[src/sync_fifo.sv]
`timescale 1ns/1ps
`default_nettype none

module sync_fifo #(
    parameter int WIDTH = 32,
    parameter int DEPTH = 16
) (
    input  wire                          i_clk,
    input  wire                          i_rst,
    // Write side
    input  wire  [WIDTH-1:0]             i_wdata,
    input  wire                          i_wen,
    output logic                         o_full,
    // Read side, head shown without a read cycle
    output logic [WIDTH-1:0]             o_rdata,
    input  wire                          i_ren,
    output logic                         o_empty,
    output logic [$clog2(DEPTH+1)-1:0]   o_count
);

    localparam int PTR_W = $clog2(DEPTH);

    logic [WIDTH-1:0] mem [DEPTH];
    logic [PTR_W-1:0] wr_ptr;
    logic [PTR_W-1:0] rd_ptr;
    logic             do_wr;
    logic             do_rd;

    // Writes on full and reads on empty are dropped
    assign do_wr = i_wen && !o_full;
    assign do_rd = i_ren && !o_empty;

    assign o_full  = (o_count == DEPTH);
    assign o_empty = (o_count == '0);
    assign o_rdata = mem[rd_ptr];

    // Storage
    always_ff @(posedge i_clk) begin
        if (do_wr) begin
            mem[wr_ptr] <= i_wdata;
        end
    end

    // Pointers wrap at DEPTH-1, so any depth works
    always_ff @(posedge i_clk) begin
        if (i_rst) begin
            wr_ptr  <= '0;
            rd_ptr  <= '0;
            o_count <= '0;
        end else begin
            if (do_wr) begin
                wr_ptr <= (wr_ptr == PTR_W'(DEPTH - 1)) ? '0 : wr_ptr + 1'b1;
            end
            if (do_rd) begin
                rd_ptr <= (rd_ptr == PTR_W'(DEPTH - 1)) ? '0 : rd_ptr + 1'b1;
            end
            // Count moves only when exactly one side acts
            if (do_wr && !do_rd) begin
                o_count <= o_count + 1'b1;
            end else if (do_rd && !do_wr) begin
                o_count <= o_count - 1'b1;
            end
        end
    end

endmodule : sync_fifo

`default_nettype wire

[config.mk]
export PLATFORM = sky130hd
export DESIGN_NAME = sync_fifo
export DESIGN_NICKNAME = d
export VERILOG_FILES = /design/src/sync_fifo.sv
export SDC_FILE = /design/constraint.sdc
export NUM_CORES = 1
export LEC_CHECK = 0
export BUFFER_PORTS_ARGS = -buffer_cell sky130_fd_sc_hd__clkbuf_2
export CAP_MARGIN = 25
export CORE_UTILIZATION = 66
export CTS_CLUSTER_SIZE = 40
export DETAILED_ROUTE_END_ITERATION = 8
export HOLD_SLACK_MARGIN = 0.05
export PLACE_DENSITY = 0.84
export REMOVE_ABC_BUFFERS = 1
export SLEW_MARGIN = 20
export SYNTH_ARGS = -nofsm -noshare
export SYNTH_HDL_FRONTEND = slang
export SYNTH_SLANG_ARGS = --single-unit
[constraint.sdc]
create_clock -name i_clk -period 5.95 [get_ports i_clk]
set_input_delay 0.595 -clock i_clk [delete_from_list [all_inputs] [get_ports i_clk]]
set_output_delay 0.595 -clock i_clk [all_outputs]
set_load 0.02 [all_outputs]
[Word level (Yosys, flattened, before mapping)]
Memory sizes are Yosys's and may differ from the RTL's. A register that Yosys moved wholly into a read port is not among the register bits.
Cells that the tools add are included.
W data, S select, Z words.
Storage, ports and cells
  bits in registers: 13
  memory bits (writable): 512
  input bits: 36
  output and inout port bits: 39
  logic and storage cells: 29
  memories: 1
Cells by class
  $add $sub $neg: 4
  equal/unequal tests: 3
  mux-type cells: 8
  reduce and logical (&&, ||, !) cells: 10
Memory list
  mem: depth 16, width 32, rd ports 1, clocked after memory_dff 1, write ports 1, line 23  | logic [WIDTH-1:0] mem [DEPTH];
Operator list (count)
  $mux W4: 4
  $mux W5: 2
  $add A4 B1 Y4 const B: 2
  $eq A4 B4 Y1 const B: 2
  $add A5 B1 Y5 const B: 1
  $eq A5 B5 Y1 const B: 1
  $logic_not A5 Y1: 1
  $sub A5 B1 Y5 const B: 1
  $logic_and A1 B1 Y1: 4
  $logic_not A1 Y1: 4
  $mux W1: 2
  $reduce_bool A2 Y1: 1

[Longest topological paths before layout]
  word-level depth: 7
  gate-level depth with buffers: 11
  depth with buffers taken out: 10

[Least setup slack after synthesis]
OpenSTA, ideal clock, no wires.
  kind: reg-to-reg
  from: reg o_count[0]
  to: mem mem[0][0] (enable)
  arrival: 3271 ps
  required time: 5489 ps
  slack: 2218 ps
  cell stages (with the launch flop): 7
  clock period less this slack: 3732 ps
  path through: dfxtp_1 or4_4 buf_6 o21ai_4 inv_2 nand2_1 nor3_1
On the way
  cells in the longest elaborated chain, start to end: 5
Ends and longest elaborated chain
  start, declared: line 18  | output logic [$clog2(DEPTH+1)-1:0] o_count
  start signal, assigned: line 59  | o_count <= o_count + 1'b1;
  start signal, assigned: line 61  | o_count <= o_count - 1'b1;
  $eq A5 B5 Y1: line 33  | assign o_full = (o_count == DEPTH);
  $logic_not A1 Y1: line 30  | assign do_wr = i_wen && !o_full;
  $logic_and A1 B1 Y1: line 30
  net do_wr: line 26  | logic do_wr;
  $mux W1: line 39  | if (do_wr) begin
  $mux W1 (not written as such): line 40  | mem[wr_ptr] <= i_wdata;
  end, declared: line 23
The timed path passes the listed nets, and every way through them passes these cells.

==> results.yml <==
outcome:
  status: "finished clean"
global_route:
  grt_pass1_wl_um: 68000
  grt_pass1_vias: 10600
  antenna_found_initial: 2
  grt_max_degree: 53
  grt-ovfl-total: 0
  grt.total_usage: 0.316
worst_setup_path:
  cp.required_ps: 5360
  start_kind: "flip-flop"
  arrival_ps: 3270
  critPathKind: "reg2out"
  reg2reg_depth: 10
  reg2reg_setup_slack_ps: 3080
  r2r_end: "o_count[4]$_SDFFE_PP0P_"
  worstReg2RegStart: "o_count[3]$_SDFFE_PP0P_"
  cp_max_fo: 42
  cp-end-kind: "primary output"
clock_tree:
  htreeDepth: 2
  ctsResizeCount: 0
  clock_latency_ps: 560
  cts_buffer_depth: 3
  clk_pin_slew_worst_paths_ps: 60
  ctsRootBufferMaster: "clkbuf_16"
  cts.hold.buffers_added: 0
  tritoncts: "built"
  cts_buffers: 50
  cts_setup_buffers: 0
  clock_sinks: 529
place:
  gp_congestion: 0.719
  io_buffers: 74
  hpwlAfterDp_um: 21000
worst_hold_path:
  holdCritStartpoint: "i_wen"
  holdPathStages: 3
  worstHoldPathType: "in2reg"
  hold_end: "wr_ptr[3]$_SDFFE_PP0P_"
floorplan:
  die_w_um: 176
  io_pins: 75
  initial_core_util: 0.673
  die_h_um: 176
  placementRows: 63
  coreArea_um2: 29800
  die_area_um2: 31100
routing:
  routed_via_density: 6.99
  drt_iter0_markers: 1544
  vias: 10000
  totalWireLength_um: 47500
  routedWlPerCell_um: 33.2
  first_pass_iters: 7
  ant_nets: 0
  drc: 0
cells_and_area:
  fill_cells: 1486
  final_cell_mix: "edfxtp_1, mux4_2, clkbuf_2"
  mostFrequentLayoutCell: "edfxtp_1"
  seq_area_um2: 15700
  multi_input_area_um2: 4230
  synthToLayoutAreaGrowth_pct: 13.0
  drive_gt1_frac: 0.311
  fin_nets: 1050
pwr:
  vdd_ir_drop_max_mv: 0.379
  power.total_uw: 9060
  power.leakage_uw: 0.00723
  cellPowerDensity_nw_per_um2: 400
logic_synthesis:
  synth_ff_type: "edfxtp_1"
  ys_seq_elements: 529
  avgSynthCellArea_um2: 22.3
  synth_top_cell_by_area: "edfxtp_1"
  synth-edff-count: 512
  synth_top_area_share: 0.766
  yosysUniqueCellTypes: 39
  ys_async_sr_fraction: 0
  syn-cell-area_um2: 20100
  synthTopCellsByArea: "edfxtp_1, mux4_2, a22oi_1"
  syn_inst: 900
  yosysWarnings: 0
  seq_area_frac_synth: 0.783
sta:
  max_freq_mhz: 259
  final_hold_viol_count: 0
  setup_viol: 0
  worst_slew_pin_slew_ps: 880
  final_max_slew_viol_count: 0
  rsz0062_at_grt: "false"
  relSlewSlack: 0.414
  fin_worst_skew_ps: 16.3
  hold_slack_ps: 369
  min_period_ps: 3860
  finalCritPeriodShare: 0.649
flow_run:
  maxCapViolations: 0
==> worst max-delay path: stages (launching register included) <==
cell      delay, ps
dfxtp_4         900
buf_4           590
mux4_2          560
a22oi_1         260
nand2_1         160
clkbuf_2        190
==> metal layers <==
layer | global-route usage | vias to the layer above | share of wire | wire [um]
met5 | 0 | - | 0 | 0
met4 | 0.140 | 0 | 0.033 | 1550
met3 | 0.0568 | 109 | 0.099 | 4720
met2 | 0.513 | 760 | 0.52 | 24600
met1 | 0.427 | 5152 | 0.35 | 16700
li1 | - | 3995 | - | -
==> logic make-up (layout without fill, tap and decap cells) <==
kind of cell	count (synthesis)	count (layout)	synth area share
flops	529	529	0.783
mux	132	132	0.146
compound gates	84	84	0.0320
simple gates	82	82	0.0172
buf+inv	57	197	0.0123
fa+ha+maj	11	11	0.00723
xor+xnor	5	5	0.00218
other cells	0	2	0
==> worst max path at each step <==
stage	start	endpoint	slack [ps]	cells after the start
2_1_floorplan	flip-flop	o_rdata[0]	-950	3
3_3_place_gp	flip-flop	o_rdata[26]	2660	5
3_5_place_dp	flip-flop	o_rdata[9]	2680	5
4_1_cts	flip-flop	o_rdata[9]	2000	5
5_1_grt	flip-flop	o_rdata[9]	1850	5
6_report	flip-flop	o_rdata[26]	2090	5
==> cell usage after synthesis (2+ instances only) <==
library cell / n
edfxtp_1: 512
mux4_2: 128
a22oi_1: 64
nand2_1: 40
nor2_1: 28
clkbuf_1: 24
dfxtp_1: 17
buf_2: 15
ha_1: 10
a21oi_1: 8
inv_1: 8
buf_1: 6
nor3_1: 4
mux2i_1: 3
xor2_1: 3
a31oi_1: 2
buf_4: 2
nand3_1: 2
nor2b_1: 2
o21ai_4: 2
xnor2_1: 2
==> final cells by class <==
cell class | instances | area share
clock inverters | 26 | 0.0123
multi-input cells | 314 | 0.187
clock buffers | 63 | 0.0583
inverters | 9 | 0.00149
well taps | 390 | 0.0215
diodes | 2 | 0.000221
flip-flops and latches | 529 | 0.694
repair buffers | 99 | 0.0257
==> flip-flops by register name (all words and copies together) (netlist names), named ones only <==
signal / cells
rd_ptr: 4
wr_ptr: 4
mem: 512
o_count: 5
==> stage by stage <==
| step | worst slack, ps | setup TNS [ps] | utilization | area [um^2] | std cells |
|---|---|---|---|---|---|
| final | 2090 | 0 | 0.761 | 22700 | 1432 |
| after global routing | 1850 | 0 | 0.761 | 22700 | 1432 |
| after global placement | 2660 | 0 | 0.706 | 21000 | 1340 |
| after floorplan | -949 | -30340 | - | 19800 | 852 |
| after CTS | 2000 | 0 | 0.760 | 22600 | 1429 |
| after detailed placement | 2680 | 0 | 0.706 | 21000 | 1340 |
==> report_power, final <==
group / switching (uW) / leakage (uW) / internal [uW] / total, uW
clock: 1320 / 0.000779 / 1830 / 3150
sequential: 148 / 0.00476 / 4210 / 4350
combinational: 834 / 0.00169 / 717 / 1550
Power figures use the tool's default switching activity.
