[src/engine_pkg.sv]
`default_nettype none

package engine_pkg;

    // ====================
    // Widths and depths
    // ====================
    localparam int CMD_W          = 32;
    localparam int OPCODE_W       = 4;
    localparam int ADDR_W         = 6;
    localparam int ELEM_W         = 8;
    localparam int LANES          = 4;
    localparam int WORD_W         = ELEM_W * LANES;
    localparam int ACC_W          = 32;
    localparam int RES_W          = 16;
    localparam int OPERAND_DEPTH  = 64;
    localparam int CMD_FIFO_DEPTH = 16;
    localparam int RES_FIFO_DEPTH = 16;
    // Occupancy counter of the command FIFO
    localparam int CMD_CNT_W      = $clog2(CMD_FIFO_DEPTH + 1);

    typedef logic        [CMD_W-1:0]    cmd_word_t;
    typedef logic        [OPCODE_W-1:0] opcode_t;
    typedef logic        [ADDR_W-1:0]   word_addr_t;
    typedef logic        [WORD_W-1:0]   op_word_t;
    typedef logic signed [ELEM_W-1:0]   elem_t;
    typedef logic signed [ACC_W-1:0]    acc_t;
    typedef logic signed [RES_W-1:0]    result_t;

    // Opcodes, all other values are retired as no-ops
    localparam opcode_t OP_NOP  = 4'd0;
    localparam opcode_t OP_LOAD = 4'd1;
    localparam opcode_t OP_DOT  = 4'd2;

    // Saturation bounds of the 16-bit result
    localparam acc_t RES_MAX = 32'sd32767;
    localparam acc_t RES_MIN = -32'sd32768;

    // ====================
    // Request structs
    // ====================
    typedef struct packed {
        logic       valid;
        logic       target;   // 0 left bank, 1 right bank
        word_addr_t addr;
        op_word_t   data;
    } load_req_t;

    typedef struct packed {
        word_addr_t left;
        word_addr_t right;
        word_addr_t len_m1;   // Word count minus one
    } dot_job_t;

    typedef enum logic [1:0] {
        DEC_IDLE,
        DEC_LOAD_DATA,
        DEC_WAIT_DOT
    } dec_state_t;

    typedef enum logic [1:0] {
        MAC_IDLE,
        MAC_READ,
        MAC_DRAIN,
        MAC_DONE
    } mac_state_t;

endpackage : engine_pkg

`default_nettype wire
[src/operand_buffer.sv]
`timescale 1ns/1ps
`default_nettype none

module operand_buffer
    import engine_pkg::*;
(
    input  wire        i_clk,
    // Write port shared by both banks
    input  load_req_t  i_load,
    // Read port, one address per bank
    input  wire        i_rd_en,
    input  word_addr_t i_rd_addr_left,
    input  word_addr_t i_rd_addr_right,
    output op_word_t   o_left_word,
    output op_word_t   o_right_word
);

    // Each word packs four elements, byte k is lane k
    op_word_t left_mem  [OPERAND_DEPTH];
    op_word_t right_mem [OPERAND_DEPTH];

    // ====================
    // Bank writes
    // ====================
    always_ff @(posedge i_clk) begin
        if (i_load.valid && !i_load.target) begin
            left_mem[i_load.addr] <= i_load.data;
        end
    end

    always_ff @(posedge i_clk) begin
        if (i_load.valid && i_load.target) begin
            right_mem[i_load.addr] <= i_load.data;
        end
    end

    // ====================
    // Registered reads
    // ====================
    // Data is valid the cycle after i_rd_en
    always_ff @(posedge i_clk) begin
        if (i_rd_en) begin
            o_left_word  <= left_mem[i_rd_addr_left];
            o_right_word <= right_mem[i_rd_addr_right];
        end
    end

endmodule : operand_buffer

`default_nettype wire

[config.mk]
export PLATFORM = sky130hd
export DESIGN_NAME = operand_buffer
export DESIGN_NICKNAME = d
export VERILOG_FILES = /design/src/engine_pkg.sv /design/src/operand_buffer.sv
export SDC_FILE = /design/constraint.sdc
export NUM_CORES = 2
export LEC_CHECK = 0
export BUFFER_PORTS_ARGS = -buffer_cell sky130_fd_sc_hd__buf_2
export CORE_MARGIN = 2
export CORE_UTILIZATION = 34
export DETAILED_ROUTE_END_ITERATION = 12
export PLACE_DENSITY = 0.52
export SLEW_MARGIN = 10
export SYNTH_ARGS = -nofsm -noshare
export SYNTH_HDL_FRONTEND = slang
export SYNTH_SLANG_ARGS = --single-unit
[constraint.sdc]
create_clock -name i_clk -period 7.85 [get_ports i_clk]
set_input_delay 0 -clock i_clk [delete_from_list [all_inputs] [get_ports i_clk]]
set_output_delay 0 -clock i_clk [all_outputs]
set_load 0.02 [all_outputs]
; ---- Word-level counts from Yosys, hierarchy flattened
; Memories as Yosys holds them, arrays and structs flattened. A register that Yosys moved wholly into a read port is not among the register bits.
; Index checks and enable logic that the tools add are counted.
[word_totals]
register_bits = 0
ramBits = 4096
in_bits = 54
output_inout_bits = 64
word_cells = 9
n_memories = 2
[mem_list]
columns = name, depth, word_bits, read_ports, rd_ports_with_merged_regs, write_ports, line
row1 = left_mem, 64, 32, 1, 1, 1, operand_buffer.sv:19  ; op_word_t left_mem [OPERAND_DEPTH];
row2 = right_mem, 64, 32, 1, 1, 1, operand_buffer.sv:20  ; op_word_t right_mem [OPERAND_DEPTH];
[op_classes]
n_mux = 4
reduce_logical = 3
[op_table]
columns = cell, count
row1 = 1-bit two-way mux, 4
row2 = 1-bit logical AND, 2
row3 = 1-bit zero test, 1

; ---- Depth between registers and ports, before layout
[depth]
word_depth = 4
depth_mapped = 10

; ---- Worst setup path before layout
; Ideal clock, no wire load.
[synth_path]
path_type = in2reg
startpoint = input i_load[33] (netlist name)
endpoint = memory right_mem[42][0] (netlist name), enable pin
setup_ns = 0.421
t_arrival_ns = 2.431
required_time_ns = 7.429
path_slack_ns = 4.998
cell_stages = 6
n_path_buf = 2
cell_sequence = clkbuf_1 or3b_2 clkbuf_1 inv_1 nand2_1 nor2_1
[synth_rtl]
columns = element, line
row1 = start: declaration, operand_buffer.sv:9  ; input load_req_t i_load,
row2 = end: declaration, operand_buffer.sv:20
; Straight into the memory's write port.

==> summary.txt <==
Run status
  – Status: completed

Route
  – Routed Antenna Nets: 0
  – DR iter-0 viols: between 9000 and 10000
  – Via density: around 5.5
  – Routed wire per std cell: about 33 um
  – Via Count: between 70000 and 80000
  – Drt pass-1 iters: 5
  – DRC viols: 0
  – Total routed wirelength: between 400 and 500 mm

STA
  – FMAX: 0.286 GHz
  – Worst slew pin tran: about 1.3 ns
  – Unrepaired setup endpoints after global routing: no
  – Slew margin rel.: 0.103
  – Final Max Slew Viols: 0
  – Fin Hold WS: 0.0552 ns
  – Final Hold Fails: 0
  – Post-route minimum period: 3.49 ns
  – Final number of setup-violating endpoints: 0
  – Clock skew: 0.0356 ns
  – Setup tns final: 0 ns
  – Fin crit share: 0.445

Cells and area
  – Area grow syn2layout: 14.7%
  – Share of post-route cells with drive strength above 1: 0.281
  – Layout Cells excl Fill: about 14000
  – Post-layout util: 0.391
  – Nets@finish: 7353

Worst setup path
  – Reg2Reg Depth: 5
  – R2R Setup Slk: approximately 5.1 ns
  – WP data arrival: between 4 and 5 ns
  – CP endpoint kind: flop
  – CP startpoint kind: primary input
  – Crit-path max FO: 79
  – Crit path kind: in2reg
  – Capturing point of the worst reg2reg path: o_left_word[20]
  – Setup crit end: o_right_word[28]
  – Critical Path RT: approximately 8.5 ns
  – Crit path launch: i_rd_addr_right[1]
  – Worst R2R Start: left_mem[51][20]

Yosys
  – FFs w/ async S/R, synth: 0
  – Syn Inst Count: 6825
  – Count leader, synth: edfxtp_1
  – Synth Net Count: 6879
  – Dominant cell type by area after synthesis: edfxtp_1
  – Yosys warns: 0
  – Post-synth EDFFs: ~4200
  – Post-synth top cells: edfxtp_1 (4160), mux4_2 (998), mux2i_1 (231)
  – Area of the mapped netlist: ~0.16 mm^2
  – Mean post-synth cell area: about 23 um^2
  – Largest cells by area after synthesis: edfxtp_1 (79%), mux4_2 (14%), mux2i_1 (1.5%), o22ai_1 (0.74%), nor2_1 (0.54%)
  – Synth Flop Type: edfxtp_1
  – Register area share after synthesis: 0.791
  – Top cell type's share of synthesized area: 0.791
  – Post-synthesis cell type count: 45
  – Register bit total from synthesis: 4160

Place
  – GP Congestion: around 0.8
  – Port Buf Inserts: approximately 120
  – HPWL Detailed: between 200 and 300 mm
  – Dpl cells: between 10000 and 15000

Power and ir drop
  – Static Leakage: roughly 0.056 uW
  – Maximum vdd drop: 0.186 mV
  – Total power draw: ~46000 uW
  – P per Cell Area: 254 mW/mm^2

Global routing
  – Largest net degree at the start of global routing: roughly 120
  – Total GRT Usage: 0.190
  – Vias in the first global route: 76300
  – First-pass GRT wire length: about 630 mm
  – Grt ovf: 0
  – Initial antenna violation count: 39

Clock network
  – Root buf cell: clkbuf_16
  – CTS sink cnt: about 4200
  – CTS tree: yes
  – Post-CTS sizing: 0
  – Clk_lat worst skew: approximately 0.95 ns
  – Deepest clock path buffer count: 4
  – H-tree depth: 5
  – Clock-pin slew of the registers on the worst-case setup and hold paths: approximately 0.060 ns
  – Num CTS Buffers: ~400

Floorplanning
  – IO Count: roughly 120
  – Die width: ~690 um
  – Chip height: roughly 700 um
  – Core area: between 0.4 and 0.5 mm^2
  – Die area: roughly 0.47 mm^2
  – Site Rows: 250
  – Starting Density: 0.341

Min path
  – Worst hold path class: in2reg

Run
  – Max_cap viols: 0
## cell type report
cell class / count / area [um^2]
Inverter: 9 / 33.8
Antenna cell: 13 / 32.5
Multi-Input combinational cell: 2284 / 32000
Sequential cell: 4160 / 125000
Tap cell: 6174 / 7720
Timing Repair Buffer: 442 / 3680
Fill cell: 41100 / 282000
Clock inverter: 247 / 2180
Clock buffer: 482 / 10500
## flip-flops by register name (all words and copies together) (netlist names)
name / flops
o_left_word: 32
o_right_word: 32
left_mem: 2048
right_mem: 2048
## routing by layer
metal  routed length [um]  GRT usage  up-vias
li1                     -          -    30200
met1               188000      0.260    42000
met2               226000      0.319     2844
met3                28500     0.0249      529
met4                13000     0.0515        4
met5                   27          0        -
## worst max-delay path, cell delays in order
cell and delay [ns]:
dlygate4sd3_1 0.57, buf_8 0.50, buf_4 0.73, buf_4 0.59
mux4_2 0.58, mux2i_1 0.14, a221o_1 0.54, a21oi_1 0.15
## cells by family after synthesis
logic type | Yosys count | synth area share
compound gates | 524 | 0.0219
buf+inv | 381 | 0.0130
flops | 4160 | 0.791
mux | 1260 | 0.159
simple gates | 500 | 0.0147
## report_power, final
group | leakage (uW) | internal (uW) | switching, uW
Sequential | 0.0374 | 24600 | 78.8
Combinational | 0.0119 | 766 | 1620
Clock | 0.00620 | 10700 | 8300
## per-stage QoR
stage               area (um^2)  worst slack [ns]
floorplan                158000              5.00
global placement         167000              3.51
detailed placement       168000              3.76
CTS                      181000              4.33
global route             181000              4.28
finish                   181000              4.36
## placed cells by master, fill, tap and decap left out, types with 22 or more instances in the layout
cell type and count:
o22ai_1 186, a21oi_1 90, buf_12 22, clkbuf_1 72, nor4_1 25, nand2_1 85
nor2_4 128, edfxtp_1 4160, mux4_2 998, clkbuf_16 410, clkinv_1 98, nand2b_1 29
o21ai_0 75, buf_4 277, nor2_1 98, buf_2 77, mux2i_1 231, clkinv_2 82
mux2_2 31, bufinv_16 36, o221ai_1 39, dlygate4sd3_1 50, nand3_1 30, a221oi_1 57
## how the worst min path moves through the flow
stage          slack, ns          endpoint  cells past startpoint         startpoint
6_report            0.06    o_left_word[5]                      5  i_rd_addr_left[1]
5_1_grt             0.03  right_mem[8][22]                      2         i_load[22]
4_1_cts            0.004   o_left_word[21]                      5  i_rd_addr_left[1]
3_5_place_dp        0.40   right_mem[2][2]                      1          i_load[2]
3_3_place_gp        0.39   right_mem[4][2]                      1          i_load[2]
2_1_floorplan        0.1    left_mem[0][0]                      0          i_load[0]
## timing repair
item / in CTS / in global routing
hold buffers: 50 / 0
setup buffers: 0 / 0
hold endpoints to repair: 2199 / 0
Note: power is estimated with default switching activity, not from simulation.
