## src/engine_pkg.sv

```systemverilog
`default_nettype none

package engine_pkg;

    // ====================
    // Widths and depths
    // ====================
    localparam int CMD_W          = 32;
    localparam int OPCODE_W       = 4;
    localparam int ADDR_W         = 6;
    localparam int ELEM_W         = 8;
    localparam int LANES          = 4;
    localparam int WORD_W         = ELEM_W * LANES;
    localparam int ACC_W          = 32;
    localparam int RES_W          = 16;
    localparam int OPERAND_DEPTH  = 64;
    localparam int CMD_FIFO_DEPTH = 16;
    localparam int RES_FIFO_DEPTH = 16;
    // Occupancy counter of the command FIFO
    localparam int CMD_CNT_W      = $clog2(CMD_FIFO_DEPTH + 1);

    typedef logic        [CMD_W-1:0]    cmd_word_t;
    typedef logic        [OPCODE_W-1:0] opcode_t;
    typedef logic        [ADDR_W-1:0]   word_addr_t;
    typedef logic        [WORD_W-1:0]   op_word_t;
    typedef logic signed [ELEM_W-1:0]   elem_t;
    typedef logic signed [ACC_W-1:0]    acc_t;
    typedef logic signed [RES_W-1:0]    result_t;

    // Opcodes, all other values are retired as no-ops
    localparam opcode_t OP_NOP  = 4'd0;
    localparam opcode_t OP_LOAD = 4'd1;
    localparam opcode_t OP_DOT  = 4'd2;

    // Saturation bounds of the 16-bit result
    localparam acc_t RES_MAX = 32'sd32767;
    localparam acc_t RES_MIN = -32'sd32768;

    // ====================
    // Request structs
    // ====================
    typedef struct packed {
        logic       valid;
        logic       target;   // 0 left bank, 1 right bank
        word_addr_t addr;
        op_word_t   data;
    } load_req_t;

    typedef struct packed {
        word_addr_t left;
        word_addr_t right;
        word_addr_t len_m1;   // Word count minus one
    } dot_job_t;

    typedef enum logic [1:0] {
        DEC_IDLE,
        DEC_LOAD_DATA,
        DEC_WAIT_DOT
    } dec_state_t;

    typedef enum logic [1:0] {
        MAC_IDLE,
        MAC_READ,
        MAC_DRAIN,
        MAC_DONE
    } mac_state_t;

endpackage : engine_pkg

`default_nettype wire
```

## src/dot_mac.sv

```systemverilog
`timescale 1ns/1ps
`default_nettype none

module dot_mac
    import engine_pkg::*;
(
    input  wire        i_clk,
    input  wire        i_rst,
    // Job from the decoder
    input  wire        i_start,
    input  dot_job_t   i_job,
    // Operand buffer reads
    output logic       o_rd_en,
    output word_addr_t o_rd_addr_left,
    output word_addr_t o_rd_addr_right,
    input  op_word_t   i_left_word,
    input  op_word_t   i_right_word,
    // Result write
    output logic       o_res_wen,
    output result_t    o_res_data,
    // Status
    output logic       o_done,
    output logic       o_busy
);

    mac_state_t state;
    word_addr_t addr_l;
    word_addr_t addr_r;
    word_addr_t remaining;
    logic       rd_vld;
    acc_t       acc;
    acc_t       lane_sum;

    // Reads run in the N cycles after start
    assign o_rd_en         = (state == MAC_READ);
    assign o_rd_addr_left  = addr_l;
    assign o_rd_addr_right = addr_r;

    // Result and done land N+2 cycles after start
    assign o_res_wen = (state == MAC_DONE);
    assign o_done    = (state == MAC_DONE);
    assign o_busy    = (state != MAC_IDLE);

    // Four signed lane products, widened before the multiply
    always_comb begin
        lane_sum = '0;
        for (int k = 0; k < LANES; k++) begin
            lane_sum = lane_sum +
                acc_t'(elem_t'(i_left_word[k*ELEM_W +: ELEM_W])) *
                acc_t'(elem_t'(i_right_word[k*ELEM_W +: ELEM_W]));
        end
    end

    // Clamp to the signed 16-bit range
    always_comb begin
        if (acc > RES_MAX) begin
            o_res_data = RES_MAX[RES_W-1:0];
        end else if (acc < RES_MIN) begin
            o_res_data = RES_MIN[RES_W-1:0];
        end else begin
            o_res_data = acc[RES_W-1:0];
        end
    end

    // ====================
    // Sequencer
    // ====================
    always_ff @(posedge i_clk) begin
        if (i_rst) begin
            state  <= MAC_IDLE;
            rd_vld <= 1'b0;
        end else begin
            rd_vld <= o_rd_en;
            case (state)
                MAC_IDLE:  if (i_start) state <= MAC_READ;
                MAC_READ:  if (remaining == '0) state <= MAC_DRAIN;
                // Last word comes back here
                MAC_DRAIN: state <= MAC_DONE;
                MAC_DONE:  state <= MAC_IDLE;
                default:   state <= MAC_IDLE;
            endcase
        end
    end

    // Address counters and accumulator
    always_ff @(posedge i_clk) begin
        if (state == MAC_IDLE && i_start) begin
            addr_l    <= i_job.left;
            addr_r    <= i_job.right;
            remaining <= i_job.len_m1;
            acc       <= '0;
        end else begin
            if (o_rd_en) begin
                addr_l    <= addr_l + 1'b1;
                addr_r    <= addr_r + 1'b1;
                remaining <= remaining - 1'b1;
            end
            if (rd_vld) begin
                acc <= acc + lane_sum;
            end
        end
    end

endmodule : dot_mac

`default_nettype wire

```

## config.mk

```make
export PLATFORM = sky130hd
export DESIGN_NAME = dot_mac
export DESIGN_NICKNAME = d
export VERILOG_FILES = /design/src/engine_pkg.sv /design/src/dot_mac.sv
export SDC_FILE = /design/constraint.sdc
export NUM_CORES = 1
export LEC_CHECK = 0
export BUFFER_PORTS_ARGS = -buffer_cell sky130_fd_sc_hd__buf_4
export CAP_MARGIN = 40
export CORE_MARGIN = 2
export CORE_UTILIZATION = 25
export CTS_CLUSTER_DIAMETER = 60
export CTS_CLUSTER_SIZE = 12
export DETAILED_ROUTE_END_ITERATION = 10
export PLACE_DENSITY = 0.45
export SLEW_MARGIN = 40
export SYNTH_ARGS = -nofsm -noshare
export SYNTH_HDL_FRONTEND = slang
export SYNTH_SLANG_ARGS = --single-unit
```

## constraint.sdc

```tcl
create_clock -name i_clk -period 19.8 [get_ports i_clk]
set_input_delay 4.95 -clock i_clk [delete_from_list [all_inputs] [get_ports i_clk]]
set_output_delay 4.95 -clock i_clk [all_outputs]
set_load 0.01 [all_outputs]
```

After elaboration in Yosys (flattened, before gate mapping)
Index checks and enable logic that the tools add are counted.
- input port bits: 85
- flip-flop bits (word level): 53
- logic and storage cells: 41
- output and inout port bits: 32
- mux-type cells: 11
- add/subtract/negate cells: 7
- $mul: 4
- equality and inequality tests: 5
- reductions and logical operators: 6
- $lt $le $gt $ge: 2
- operators with widths (cell ; count):
    $mul A8 B8 Y16 ; 4
    $mux W6 ; 6
    $add A32 B19 Y32 ; 1
    $gt A32 B16 Y1 const B ; 1
    $lt A32 B16 Y1 const B ; 1
    $mux W16 ; 2
    $add A18 B16 Y19 ; 1
    $add A17 B16 Y18 ; 1
    $add A16 B16 Y17 ; 1
    $add A6 B1 Y6 const B ; 2
    $pmux W2 S4 ; 1
    $logic_not A6 Y1 ; 1
    $sub A6 B1 Y6 const B ; 1
    $eq A2 B2 Y1 const B ; 2
    $mux W2 ; 2
    $reduce_bool A2 Y1 ; 2
    $eq A2 B1 Y1 const B ; 1
    $logic_not A2 Y1 ; 1
    $ne A2 B1 Y1 const B ; 1
    $ne A2 B2 Y1 const B ; 1
    $reduce_and A2 Y1 ; 1
    $logic_and A1 B1 Y1 ; 1

Depth between registers and ports, before layout
- depth after elaboration: 5
- gate-level depth with buffers: 28
- depth with buffers taken out: 28

Worst setup path before layout
Ideal clock, no wire load.
- path type: input to register
- from: input port i_right_word[0]
- to: register acc[31]
- path slack: 7693 ps
- stages: 25
- path buffers: 0
- data required time: 19659 ps
- library setup time: 141 ps
- arrival: 11966 ps
- cells stage by stage: nand2_1 > inv_1 > fa_1 > inv_1 > fa_1 > inv_1 > fa_1 > inv_1 > fa_1 > inv_1 > fa_1 > fa_1 > fa_1 > inv_1 > fa_1 > inv_1 > ha_1 > or4_1 > o21ai_2 > a21oi_4 > a21oi_2 > a311o_1 > o21a_1 > xnor2_1 > a21oi_1
- longest elaborated chain between the ends: 5
- ends and longest elaborated chain (item ; RTL line ; text):
    from (decl) ; dot_mac.sv:17 ; input op_word_t i_right_word,
    $mul A8 B8 Y16 ; dot_mac.sv:49 ; acc_t'(elem_t'(i_left_word[k*ELEM_W +: ELEM_W])) *
    $add A16 B16 Y17 ; dot_mac.sv:48 ; lane_sum = lane_sum +
    $add A17 B16 Y18 ; dot_mac.sv:48 ;
    $add A18 B16 Y19 ; dot_mac.sv:48 ;
    $add A32 B19 Y32 ; dot_mac.sv:99 ; acc <= acc + lane_sum;
    to (signal assigned) ; dot_mac.sv:99 ;
    to (decl) ; dot_mac.sv:31 ; acc_t acc;
Every way passes these cells.
A chain may end at the register's enable or synchronous reset.

Final worst setup path
- from: input port i_right_word[24]
- to: register acc[31]
- longest elaborated chain between the ends: 3
- ends and longest elaborated chain (item ; RTL line):
    $mul A8 B8 Y16 ; dot_mac.sv:49
    $add A18 B16 Y19 ; dot_mac.sv:48
    $add A32 B19 Y32 ; dot_mac.sv:99
Every way passes these cells.

==> run summary <==
# hold bufs at CTS - 0
Tmin final - 12.39 ns
Post-synthesis mux area share - 0.0116
Seq/Total Area, Yosys - 0.0707
WL/cell - 16.3 um
Post-CTS setup repair buffer count - 0
Worst Path Required - 19.97 ns
First-pass GRT wire length - 75.5 mm
Vias - 11700
Resized cells post-CTS - 0
Slew margin rel. - 0.548
Max Cap Violations - 0
Worst-Margin Slew - 0.675 ns
Hold WC Path Type - reg -> reg
Routed wire length - 46.0 mm
Maximum fanout along the worst path - 9
Total track usage - 0.135
Later-pin clock latency in the skew report - 0.30 ns
Post-synth EDFFs - 18
Die span in y - 269 um
Critical R2R Launch - acc[5]
Largest family of logic cells by synthesized area - adder cells
Crit path buffers/inverters - 7
Top cell by count, worst path - fa_1
Antenna violations before repair - 1
Crit Path Class - in -> reg
# clock sinks - 53
Unrepaired setup endpoints after global routing - false
CP Capture Type - register
Post-Synth Adder-Cell Area - 0.618
Hold Fails Final Rpt - 0
Layout cells sized above 1 - 0.0758
Unique masters post-synth - 50
Delay-heaviest family, CP - adder cells
Synth top area share - 0.523
Fmax - 80.7 MHz
Pin count of the biggest net entering global routing - 54
CP peak stage delay - 0.65 ns
Htree depth - 2
Row Count - 97
Port-buffer cells - 116
Vias in the first global route - 13300
1st-iter DRT viols - 457
Synthesized flop and latch total - 53
Setup violations, final - 0
Top FF cell, synth - dfxtp_1
Asr flop ratio synth - 0
Core Box Area - 69800 um2
Worst min-delay path startpoint - acc[5]
1st-pass router iterations - 5
Area Growth Syn to Fin - 12.4%
DR vias/cell - 4.16
Slowest-stage cell, CP - fa_1
Diodes inserted - 0
Xor and xnor area share after synthesis - 0.0225
Antenna violation net count after detailed routing - 0
CTS Buf Count - 5
CTS tree - done
Setup Skew - 0.00929 ns
GRT overflow - 0
Slew Limit Fails - 0
Die width - 269 um
Post-Synth Simple-Gate Area - 0.112
Reg clk slew, reported paths - 0.07 ns
Dpl hpwl - 42.1 mm
Clk Tree Root Cell - clkbuf_16
Post-synthesis instance area - 17500 um2
Cell taking the most area after synthesis - fa_1
Status - complete, no violations
Starting Density - 0.251
Post-Synthesis Cells - 1776
Mapped Nets - 2453
Final Non-Filler Cells - 2826
Ys Warns - 0
CP startpoint kind - primary input
Compound-cell area share of the yosys netlist - 0.0484
Final worst path period share - 0.626
Synth top area cells - fa_1 52%, inv_1 11%, ha_1 9.6%
Worst EP arrival - 12.55 ns
Synth Area per Inst - 9.88 um2
I/O pin cnt - 117
Final net count - 2562
CTS max path bufs - 2
Final setup TNS - 0 ns
Final RePlAce weighted congestion - 0.832
Die area - 72300 um2
Placed insts - 2818
DRC Markers - 0
Launch point of the worst path - i_right_word[24]
-- worst paths after layout --
path	slack [ns]	cells past startpoint	to
worst max-delay path	7.41	26	acc[31]
worst max register to register	12.71	24	acc[31]
worst min register to register	0.52	2	acc[5]
worst min-delay path	0.52	2	acc[5]
-- sequential cells by signal, indices dropped and copies added (netlist names) --
name             cells
o_rd_addr_right      6
acc                 32
remaining            6
o_rd_addr_left       6
rd_vld               1
state                2
-- logic make-up after synthesis --
logic type / Yosys count
fa+ha+maj: 592
compound gates: 127
simple gates: 395
xor+xnor: 45
buf+inv: 544
flops: 53
mux: 20
-- cells in the final DEF (no fill, tap or decap), types with 6 or more instances in the layout --
cell and n:
inv_1 521, fa_1 457, nand2_1 138, ha_1 134, buf_4 124, and2_1 119
nor2_1 46, o21ai_0 35, dfxtp_1 35, xnor2_1 33, a21oi_1 24, o21a_1 20
nor3_1 19, nor2b_1 18, mux2i_1 18, edfxtp_1 18, nand2b_1 17, a21o_1 17
nand3_1 15, xor2_1 12, and3_1 7, nor4_1 6
-- final cells by class --
cell class / instances / area (um2)
Fill cell: 7437 / 50100
Multi-Input combinational cell: 1179 / 14300
Inverter: 522 / 1960
Sequential cell: 53 / 1240
Tap cell: 940 / 1180
Timing Repair Buffer: 124 / 931
Clock buffer: 6 / 129
Clock inverter: 2 / 16.3
-- metrics by stage --
stage / instance area, um2 / worst slack, ns / hold slack [ns] / util
floorplan: 17500 / 7.69 / 0.475 / -
global placement: 19600 / 7.17 / 0.506 / 0.281
detailed placement: 19600 / 7.05 / 0.515 / 0.281
CTS: 19700 / 7.37 / 0.525 / 0.283
global route: 19700 / 7.04 / 0.583 / 0.283
finish: 19700 / 7.41 / 0.522 / 0.283
-- synthesized netlist by cell type, types with 2 or more instances --
cell and instances:
fa_1 458, and3_1 7, nand4_1 5, a32oi_1 2, edfxtp_1 18, dfxtp_1 35
and2_1 120, o21a_1 20, nand2b_1 18, xor2_1 12, a31oi_1 3, clkbuf_1 19
nor4_1 6, a21oi_1 24, a211o_1 2, nor2b_1 18, a21o_1 17, o21bai_1 2
nor3_1 19, ha_1 134, xnor2_1 33, nand2_1 139, mux2_2 2, nor2_1 46
o41ai_1 2, o21ai_0 35, nand3_1 15, buf_1 2, a211oi_1 5, mux2i_1 18
inv_1 521
-- tightest hold or removal path: cells and delay by family, from the launching register on --
family	cells	cell delay [ns]
AND/OR/NAND/NOR	1	0.09
flip-flops	1	0.34
AO/OA/AOI/OAI	1	0.05
-- routing by layer --
metal / share of wire / routed length, um / GRT usage / vias to the layer above
met2: 0.50 / 23000 / 0.238 / 156
met4: 0.012 / 547 / 0.0189 / 2
met1: 0.46 / 20900 / 0.185 / 6147
li1: - / - / - / 5414
met3: 0.032 / 1460 / 0.0124 / 26
met5: 0.00028 / 13 / 0 / -
Power is not shown: default switching activity piles up to over one toggle a cycle in this logic, so the estimate is an artifact.
