[src/engine_pkg.sv]
`default_nettype none

package engine_pkg;

    // ====================
    // Widths and depths
    // ====================
    localparam int CMD_W          = 32;
    localparam int OPCODE_W       = 4;
    localparam int ADDR_W         = 6;
    localparam int ELEM_W         = 8;
    localparam int LANES          = 4;
    localparam int WORD_W         = ELEM_W * LANES;
    localparam int ACC_W          = 32;
    localparam int RES_W          = 16;
    localparam int OPERAND_DEPTH  = 64;
    localparam int CMD_FIFO_DEPTH = 16;
    localparam int RES_FIFO_DEPTH = 16;
    // Occupancy counter of the command FIFO
    localparam int CMD_CNT_W      = $clog2(CMD_FIFO_DEPTH + 1);

    typedef logic        [CMD_W-1:0]    cmd_word_t;
    typedef logic        [OPCODE_W-1:0] opcode_t;
    typedef logic        [ADDR_W-1:0]   word_addr_t;
    typedef logic        [WORD_W-1:0]   op_word_t;
    typedef logic signed [ELEM_W-1:0]   elem_t;
    typedef logic signed [ACC_W-1:0]    acc_t;
    typedef logic signed [RES_W-1:0]    result_t;

    // Opcodes, all other values are retired as no-ops
    localparam opcode_t OP_NOP  = 4'd0;
    localparam opcode_t OP_LOAD = 4'd1;
    localparam opcode_t OP_DOT  = 4'd2;

    // Saturation bounds of the 16-bit result
    localparam acc_t RES_MAX = 32'sd32767;
    localparam acc_t RES_MIN = -32'sd32768;

    // ====================
    // Request structs
    // ====================
    typedef struct packed {
        logic       valid;
        logic       target;   // 0 left bank, 1 right bank
        word_addr_t addr;
        op_word_t   data;
    } load_req_t;

    typedef struct packed {
        word_addr_t left;
        word_addr_t right;
        word_addr_t len_m1;   // Word count minus one
    } dot_job_t;

    typedef enum logic [1:0] {
        DEC_IDLE,
        DEC_LOAD_DATA,
        DEC_WAIT_DOT
    } dec_state_t;

    typedef enum logic [1:0] {
        MAC_IDLE,
        MAC_READ,
        MAC_DRAIN,
        MAC_DONE
    } mac_state_t;

endpackage : engine_pkg

`default_nettype wire
[src/cmd_decoder.sv]
`timescale 1ns/1ps
`default_nettype none

module cmd_decoder
    import engine_pkg::*;
(
    input  wire       i_clk,
    input  wire       i_rst,
    // Command FIFO head
    input  cmd_word_t i_cmd,
    input  wire       i_cmd_empty,
    output logic      o_cmd_pop,
    // Result FIFO back-pressure
    input  wire       i_res_full,
    // Operand buffer write
    output load_req_t o_load,
    // MAC job
    output logic      o_dot_start,
    output dot_job_t  o_dot_job,
    input  wire       i_dot_done,
    // Status
    output logic      o_busy,
    output opcode_t   o_last_opcode
);

    dec_state_t state;
    opcode_t    opcode;
    // Pending LOAD header, held until its data word shows up
    logic       ld_target;
    word_addr_t ld_addr;

    assign opcode = i_cmd[31:28];
    assign o_busy = (state != DEC_IDLE);

    // DOT fields straight from the head word
    assign o_dot_job.left   = i_cmd[27:22];
    assign o_dot_job.right  = i_cmd[21:16];
    assign o_dot_job.len_m1 = i_cmd[5:0];

    // ====================
    // Pop and issue
    // ====================
    always_comb begin
        o_cmd_pop     = 1'b0;
        o_dot_start   = 1'b0;
        o_load.valid  = 1'b0;
        o_load.target = ld_target;
        o_load.addr   = ld_addr;
        o_load.data   = i_cmd;
        case (state)
            DEC_IDLE: begin
                if (!i_cmd_empty) begin
                    if (opcode == OP_DOT) begin
                        // Hold the DOT until the result has a slot
                        o_cmd_pop   = !i_res_full;
                        o_dot_start = !i_res_full;
                    end else begin
                        o_cmd_pop = 1'b1;
                    end
                end
            end
            DEC_LOAD_DATA: begin
                // Data word goes to the bank in the cycle it is popped
                if (!i_cmd_empty) begin
                    o_cmd_pop    = 1'b1;
                    o_load.valid = 1'b1;
                end
            end
            default: begin
            end
        endcase
    end

    // ====================
    // State register
    // ====================
    always_ff @(posedge i_clk) begin
        if (i_rst) begin
            state         <= DEC_IDLE;
            o_last_opcode <= OP_NOP;
        end else begin
            case (state)
                DEC_IDLE: begin
                    if (o_cmd_pop) begin
                        case (opcode)
                            OP_LOAD: state <= DEC_LOAD_DATA;
                            OP_DOT:  state <= DEC_WAIT_DOT;
                            // NOP and unknown opcodes retire here
                            default: o_last_opcode <= opcode;
                        endcase
                    end
                end
                DEC_LOAD_DATA: begin
                    if (o_cmd_pop) begin
                        state         <= DEC_IDLE;
                        o_last_opcode <= OP_LOAD;
                    end
                end
                DEC_WAIT_DOT: begin
                    if (i_dot_done) begin
                        state         <= DEC_IDLE;
                        o_last_opcode <= OP_DOT;
                    end
                end
                default: state <= DEC_IDLE;
            endcase
        end
    end

    // Header capture
    always_ff @(posedge i_clk) begin
        if (state == DEC_IDLE && o_cmd_pop && opcode == OP_LOAD) begin
            ld_target <= i_cmd[27];
            ld_addr   <= i_cmd[21:16];
        end
    end

endmodule : cmd_decoder

`default_nettype wire

[config.mk]
export PLATFORM = sky130hd
export DESIGN_NAME = cmd_decoder
export DESIGN_NICKNAME = d
export VERILOG_FILES = /design/src/engine_pkg.sv /design/src/cmd_decoder.sv
export SDC_FILE = /design/constraint.sdc
export NUM_CORES = 1
export LEC_CHECK = 0
export ABC_AREA = 1
export ABC_CLOCK_PERIOD_IN_PS = 1700
export BUFFER_PORTS_ARGS = -buffer_cell sky130_fd_sc_hd__buf_2
export CAP_MARGIN = 15
export CORE_AREA = 3 3 62 64
export CTS_CLUSTER_SIZE = 30
export DETAILED_ROUTE_END_ITERATION = 7
export DIE_AREA = 0 0 65 67
export PLACE_DENSITY = 0.77
export SLEW_MARGIN = 20
export SYNTH_ARGS = -nofsm -noshare
export SYNTH_HDL_FRONTEND = slang
export SYNTH_SLANG_ARGS = --single-unit
export TNS_END_PERCENT = 100
[constraint.sdc]
create_clock -name i_clk -period 1.7 [get_ports i_clk]
set_clock_uncertainty 0.1 [all_clocks]
set_input_delay 0.17 -clock i_clk [delete_from_list [all_inputs] [get_ports i_clk]]
set_output_delay 0.17 -clock i_clk [all_outputs]
set_load 0.05 [all_outputs]
Yosys cells after proc, flatten, opt, wreduce, memory -nomap -nowiden
Cells that the tools add are included.

storage, ports and cells
  register bits = 13
  latch bits = 0
  bits in writable memories = 0
  ROM bits = 0
  input bits = 37
  output and inout bits = 65
  word-level logic and storage cells = 40
  memories = 0

operators by class
  add/subtract/negate cells = 0
  multiply operators = 0
  div/mod/pow operators = 0
  order comparisons = 0
  equality and inequality tests = 9
  shifts and indexed selects = 0
  mux-type cells = 18
  bitwise logic cells = 0
  reductions and logical operators = 9

operators with widths
  operator                                                count
  two-way mux 4 bit                                       4
  case mux 4 bit (3 select lines)                         1
  inequality test 2 bit (second input constant)           4
  two-way mux 1 bit                                       7
  two-way mux 2 bit                                       3
  case mux 2 bit (3 select lines)                         1
  AND reduction 5 bit                                     1
  == test 4 x 1 -> 1 bit (second input constant)          1
  == test 4 x 2 -> 1 bit (second input constant)          1
  case mux 2 bit (2 select lines)                         1
  AND reduction 4 bit                                     1
  inequality test 3 x 2 -> 1 bit (second input constant)  1
  nonzero test 3 bit                                      1
  == test 2 x 1 -> 1 bit (second input constant)          1
  == test 2 bit (second input constant)                   1
  logical AND 1 bit                                       2
  logical NOT 2 bit                                       1
  case mux 1 bit (2 select lines)                         1
  nonzero test 2 bit                                      1
  OR reduction 2 bit                                      1
  logical NOT 1 bit                                       1

Depth between registers and ports, before layout
  depth in word-level cells = 6
  depth in mapped cells = 10
  depth with buffers taken out = 10

Worst setup path after synthesis
OpenSTA, ideal clock, no wires.

  path type = reg-to-reg
  start = reg state[0]
  end = reg ld_addr[0], enable pin
  library setup time = 0.373 ns
  data arrival time = 1.499 ns
  required time = 1.227 ns
  setup slack = -0.272 ns
  cell stages (with the launch flop) = 7
  path buffers = 0
  period minus slack after synthesis = 1.972 ns
  cells stage by stage = dfxtp_1 inv_1 ha_1 inv_2 nor2_4 nand2_4 a21oi_1

between the ends
  longest elaborated chain between the ends = 4
  elaborated cells between the ends (all ways) = 5
  those cells by class = eq/ne: 1; mux: 1; reduce/logical: 3

RTL lines
  what                                                                line                                   source
  start: declaration                                                  cmd_decoder.sv:26                      dec_state_t state;
  start signal: assignment                                            cmd_decoder.sv:79                      state <= DEC_IDLE;
  start signal: assignment                                            cmd_decoder.sv:86                      OP_LOAD: state <= DEC_LOAD_DATA;
  start signal: assignment                                            cmd_decoder.sv:87                      OP_DOT: state <= DEC_WAIT_DOT;
  == test 2 x 1 -> 1 bit / logical NOT 2 bit (equally long branches)  cmd_decoder.sv:50, cmd_decoder.sv:112
  case mux 1 bit (2 select lines)                                     cmd_decoder.sv:50                      case (state)
  logical AND 1 bit (*) (2 in series)                                 cmd_decoder.sv:112                     if (state == DEC_IDLE && o_cmd_pop && opcode == OP_LOAD) begin
  end signal: assignment                                              cmd_decoder.sv:114                     ld_addr <= i_cmd[21:16];
  end: declaration                                                    cmd_decoder.sv:30                      word_addr_t ld_addr;

Mark *: on every way between the ends. The rest lies on a longest branch, timed or not.
A chain may end at the register's enable or synchronous reset.

Worst setup path in the final report
  start = reg state[1]
  end = out o_cmd_pop

between the ends
  longest elaborated chain between the ends = 2
  elaborated cells between the ends (all ways) = 3
  those cells by class = eq/ne: 1; mux: 1; reduce/logical: 1

RTL lines
  what                                                                line               source
  == test 2 x 1 -> 1 bit / logical NOT 2 bit (equally long branches)  cmd_decoder.sv:50
  case mux 1 bit (2 select lines) (*)                                 cmd_decoder.sv:50
  end: declaration                                                    cmd_decoder.sv:12  output logic o_cmd_pop,

Marked as above.

==> metrics.cfg <==
[outcome]
outcome = finished clean

[placement]
dp.cells = 181
post_dp_cell_area_sq_mm = 0.00103
pre_cts_ws_ns = 0.0742
io_buffers = 48
gp_congestion = 0.791
dp_hpwl_mm = 1.62

[synthesis]
yosys_warnings = 0
synthTopCellsByCount = buf_4, nand2_1, inv_1
yosysTopAreaCell = buf_4
syn_nets = 179
synth_top_cell_area_share = 0.348
yosysMostFrequentCell = buf_4
ys_ff_latch = 13
postSynthAreaPerCell_sq_um = 7.98
ys_types = 19
synthTopCellsByArea = buf_4, edfxtp_1, dfxtp_1
synth-seq-area-share = 0.300
synth_top_flop_cell = edfxtp_1
async_flop_share = 0
synth_edf_count = 7
synth_area_sq_mm = 0.00110
syn_inst = 138

[floorplanning]
io_pins = 102
dieArea_sq_mm = 0.00436
dieHeight_um = 67
core-area_sq_mm = 0.00334
die_width_um = 65
start_util = 0.330
rows = 21

[power]
intPower_uw = 651
pwr-share-comb = 0.524
vdd_drop_max_mv = 0.246
p_total_mw = 1.19
power_switching_uw = 542
power.density_mw_per_mm2 = 989
seqPwrFrac = 0.323
pwr-share-clk = 0.153
p_leak_nw = 0.616
p_sw_frac = 0.455

[clock_tree]
cts_buffers = 3
clock_path_buffers = 2
clk_latency_ns = 0.27
cts.clk_slew.worst_paths_ns = 0.07
cts_tree = done
root_buffer = clkbuf_4
cts_sinks = 13
htreeDepth = 1

[route]
vias = 796
antenna_left = 0
wire_per_inst_um = 10.7
drc = 0
wirelength_mm = 2.08
vias_per_cell = 4.08
drt_iter0_drc = 8
dr.pass1.iters = 4

[grt]
grt_max_degree = 8
grt_pass1_vias = 713
grt_pass1_wl_mm = 2.95
grt_usage = 0.0904
antenna_found_initial = 0
overflow = 0

[timing]
rsz0062_at_grt = true
timing.fmax_ghz = 0.610
slew_violations = 0
slew_headroom = 0.763
fin_crit_sh = 0.964
fin_ws_ns = 0.0610
hold_viol = 0
setup_viol = 0
period_needed_ns = 1.64
tightest_slew_ns = 0.355

[layout]
fillCellCount = 351
diodes = 0
fin_nets = 191
drive_gt1_frac = 0.490
layoutNonFillerInstCount = 195
finalInstanceArea_sq_mm = 0.00121
syn2layout_area_growth_pct = 9.55

[setup_path]
arrival_ns = 1.37
required_ns = 1.43
cp-start-kind = flop
r2r_setup_slack_ns = 0.06
crit_type = reg2out
critPathMaxFanout = 6
worst_setup_path_end_kind = output port

[flow_run]
drv_cap = 0

[worst_hold_path]
hold_path_class = in2reg

## cells in the final DEF, fill, tap and decap left out
cell type / instances
buf_2: 46
nand2_1: 18
inv_1: 14
nor2_1: 10
dlygate4sd3_1: 8
edfxtp_1: 7
nand3_1: 5
clkbuf_4: 4
dfxtp_1: 4
inv_2: 3
nand2_2: 3
nor2_2: 2
o21ai_0: 2
nand3_4: 2
nand4_1: 2
a21oi_1: 2
ha_4: 2
ha_1: 2
buf_4: 2
inv_4: 1
nand3_2: 1
nor2_4: 1
nand2_4: 1
a21oi_4: 1
a22oi_2: 1
clkinv_1: 1
clkbuf_1: 1
buf_8: 1
dfxtp_2: 1
dfxtp_4: 1
## stage by stage
stage	hold WS, ns	utilization	setup TNS, ns
after global routing	0.183	0.361	-0.218
after floorplan	0.139	-	0
final	0.174	0.361	0
after CTS	0.00112	0.343	0
after global placement	0.240	0.309	0
after detailed placement	0.240	0.309	0
## cell type report
cell class                      count  area (sq um)  area share
Timing Repair Buffer               58           348       0.288
Inverter                           19          73.8      0.0612
Multi-Input combinational cell     55           365       0.303
Sequential cell                    13           335       0.278
Tap cell                           46          57.6      0.0477
Clock buffer                        4          26.3      0.0218
## registers in the layout, summed over array words and instances (netlist names)
name	flops
ld_addr	6
ld_target	1
o_last_opcode	4
state	2
## critical path: stages, from the launching register on
cell     delay [ns]
dfxtp_4        0.37
inv_4          0.07
ha_4           0.18
inv_2          0.06
nor2_4         0.09
nand2_4        0.08
nand2_2        0.09
buf_8          0.14
## power by group through the flow
stage	sequential (mW)	combinational, mW	clock, mW
4_1_cts	0.384	0.610	0.194
2_1_floorplan	0.484	0.583	0
3_3_place_gp	0.388	0.561	0
6_report	0.385	0.625	0.183
3_5_place_dp	0.389	0.567	0
5_1_grt	0.391	0.681	0.218
## per-layer routing
metal  routed length, um  track usage  share of wire
met2                1110        0.174           0.53
met5                   0            0              0
met4                  26       0.0501          0.013
met1                 664       0.0753           0.32
met3                 278       0.0422           0.13
## what timing repair did
item	in CTS	in global routing
resized for setup	7	9
hold endpoints to repair	5	3
endpoints found under the setup margin	2	14
hold buffers	5	3
pin swaps	0	2
setup buffers	2	0
## final timing paths
check,to,cells past startpoint,startpoint
worst max-delay path,o_cmd_pop,7,state[1]$_SDFFE_PP0P_
worst min-delay path,o_last_opcode[3]$_SDFFE_PP0P_,5,i_cmd[31]
worst max register to register,ld_addr[0]$_DFFE_PP_,7,state[1]$_SDFFE_PP0P_
worst min register to register,state[1]$_SDFFE_PP0P_,2,state[1]$_SDFFE_PP0P_
## kinds of logic after synthesis
| group | after synthesis | synth area share |
|---|---|---|
| AOI/OAI and AO/OA | 6 | 0.0341 |
| adders and majority gates | 4 | 0.0455 |
| buffers and inverters | 70 | 0.413 |
| DFF | 13 | 0.300 |
| and+or+nand+nor | 45 | 0.208 |
(Power assumes the default switching activity.)
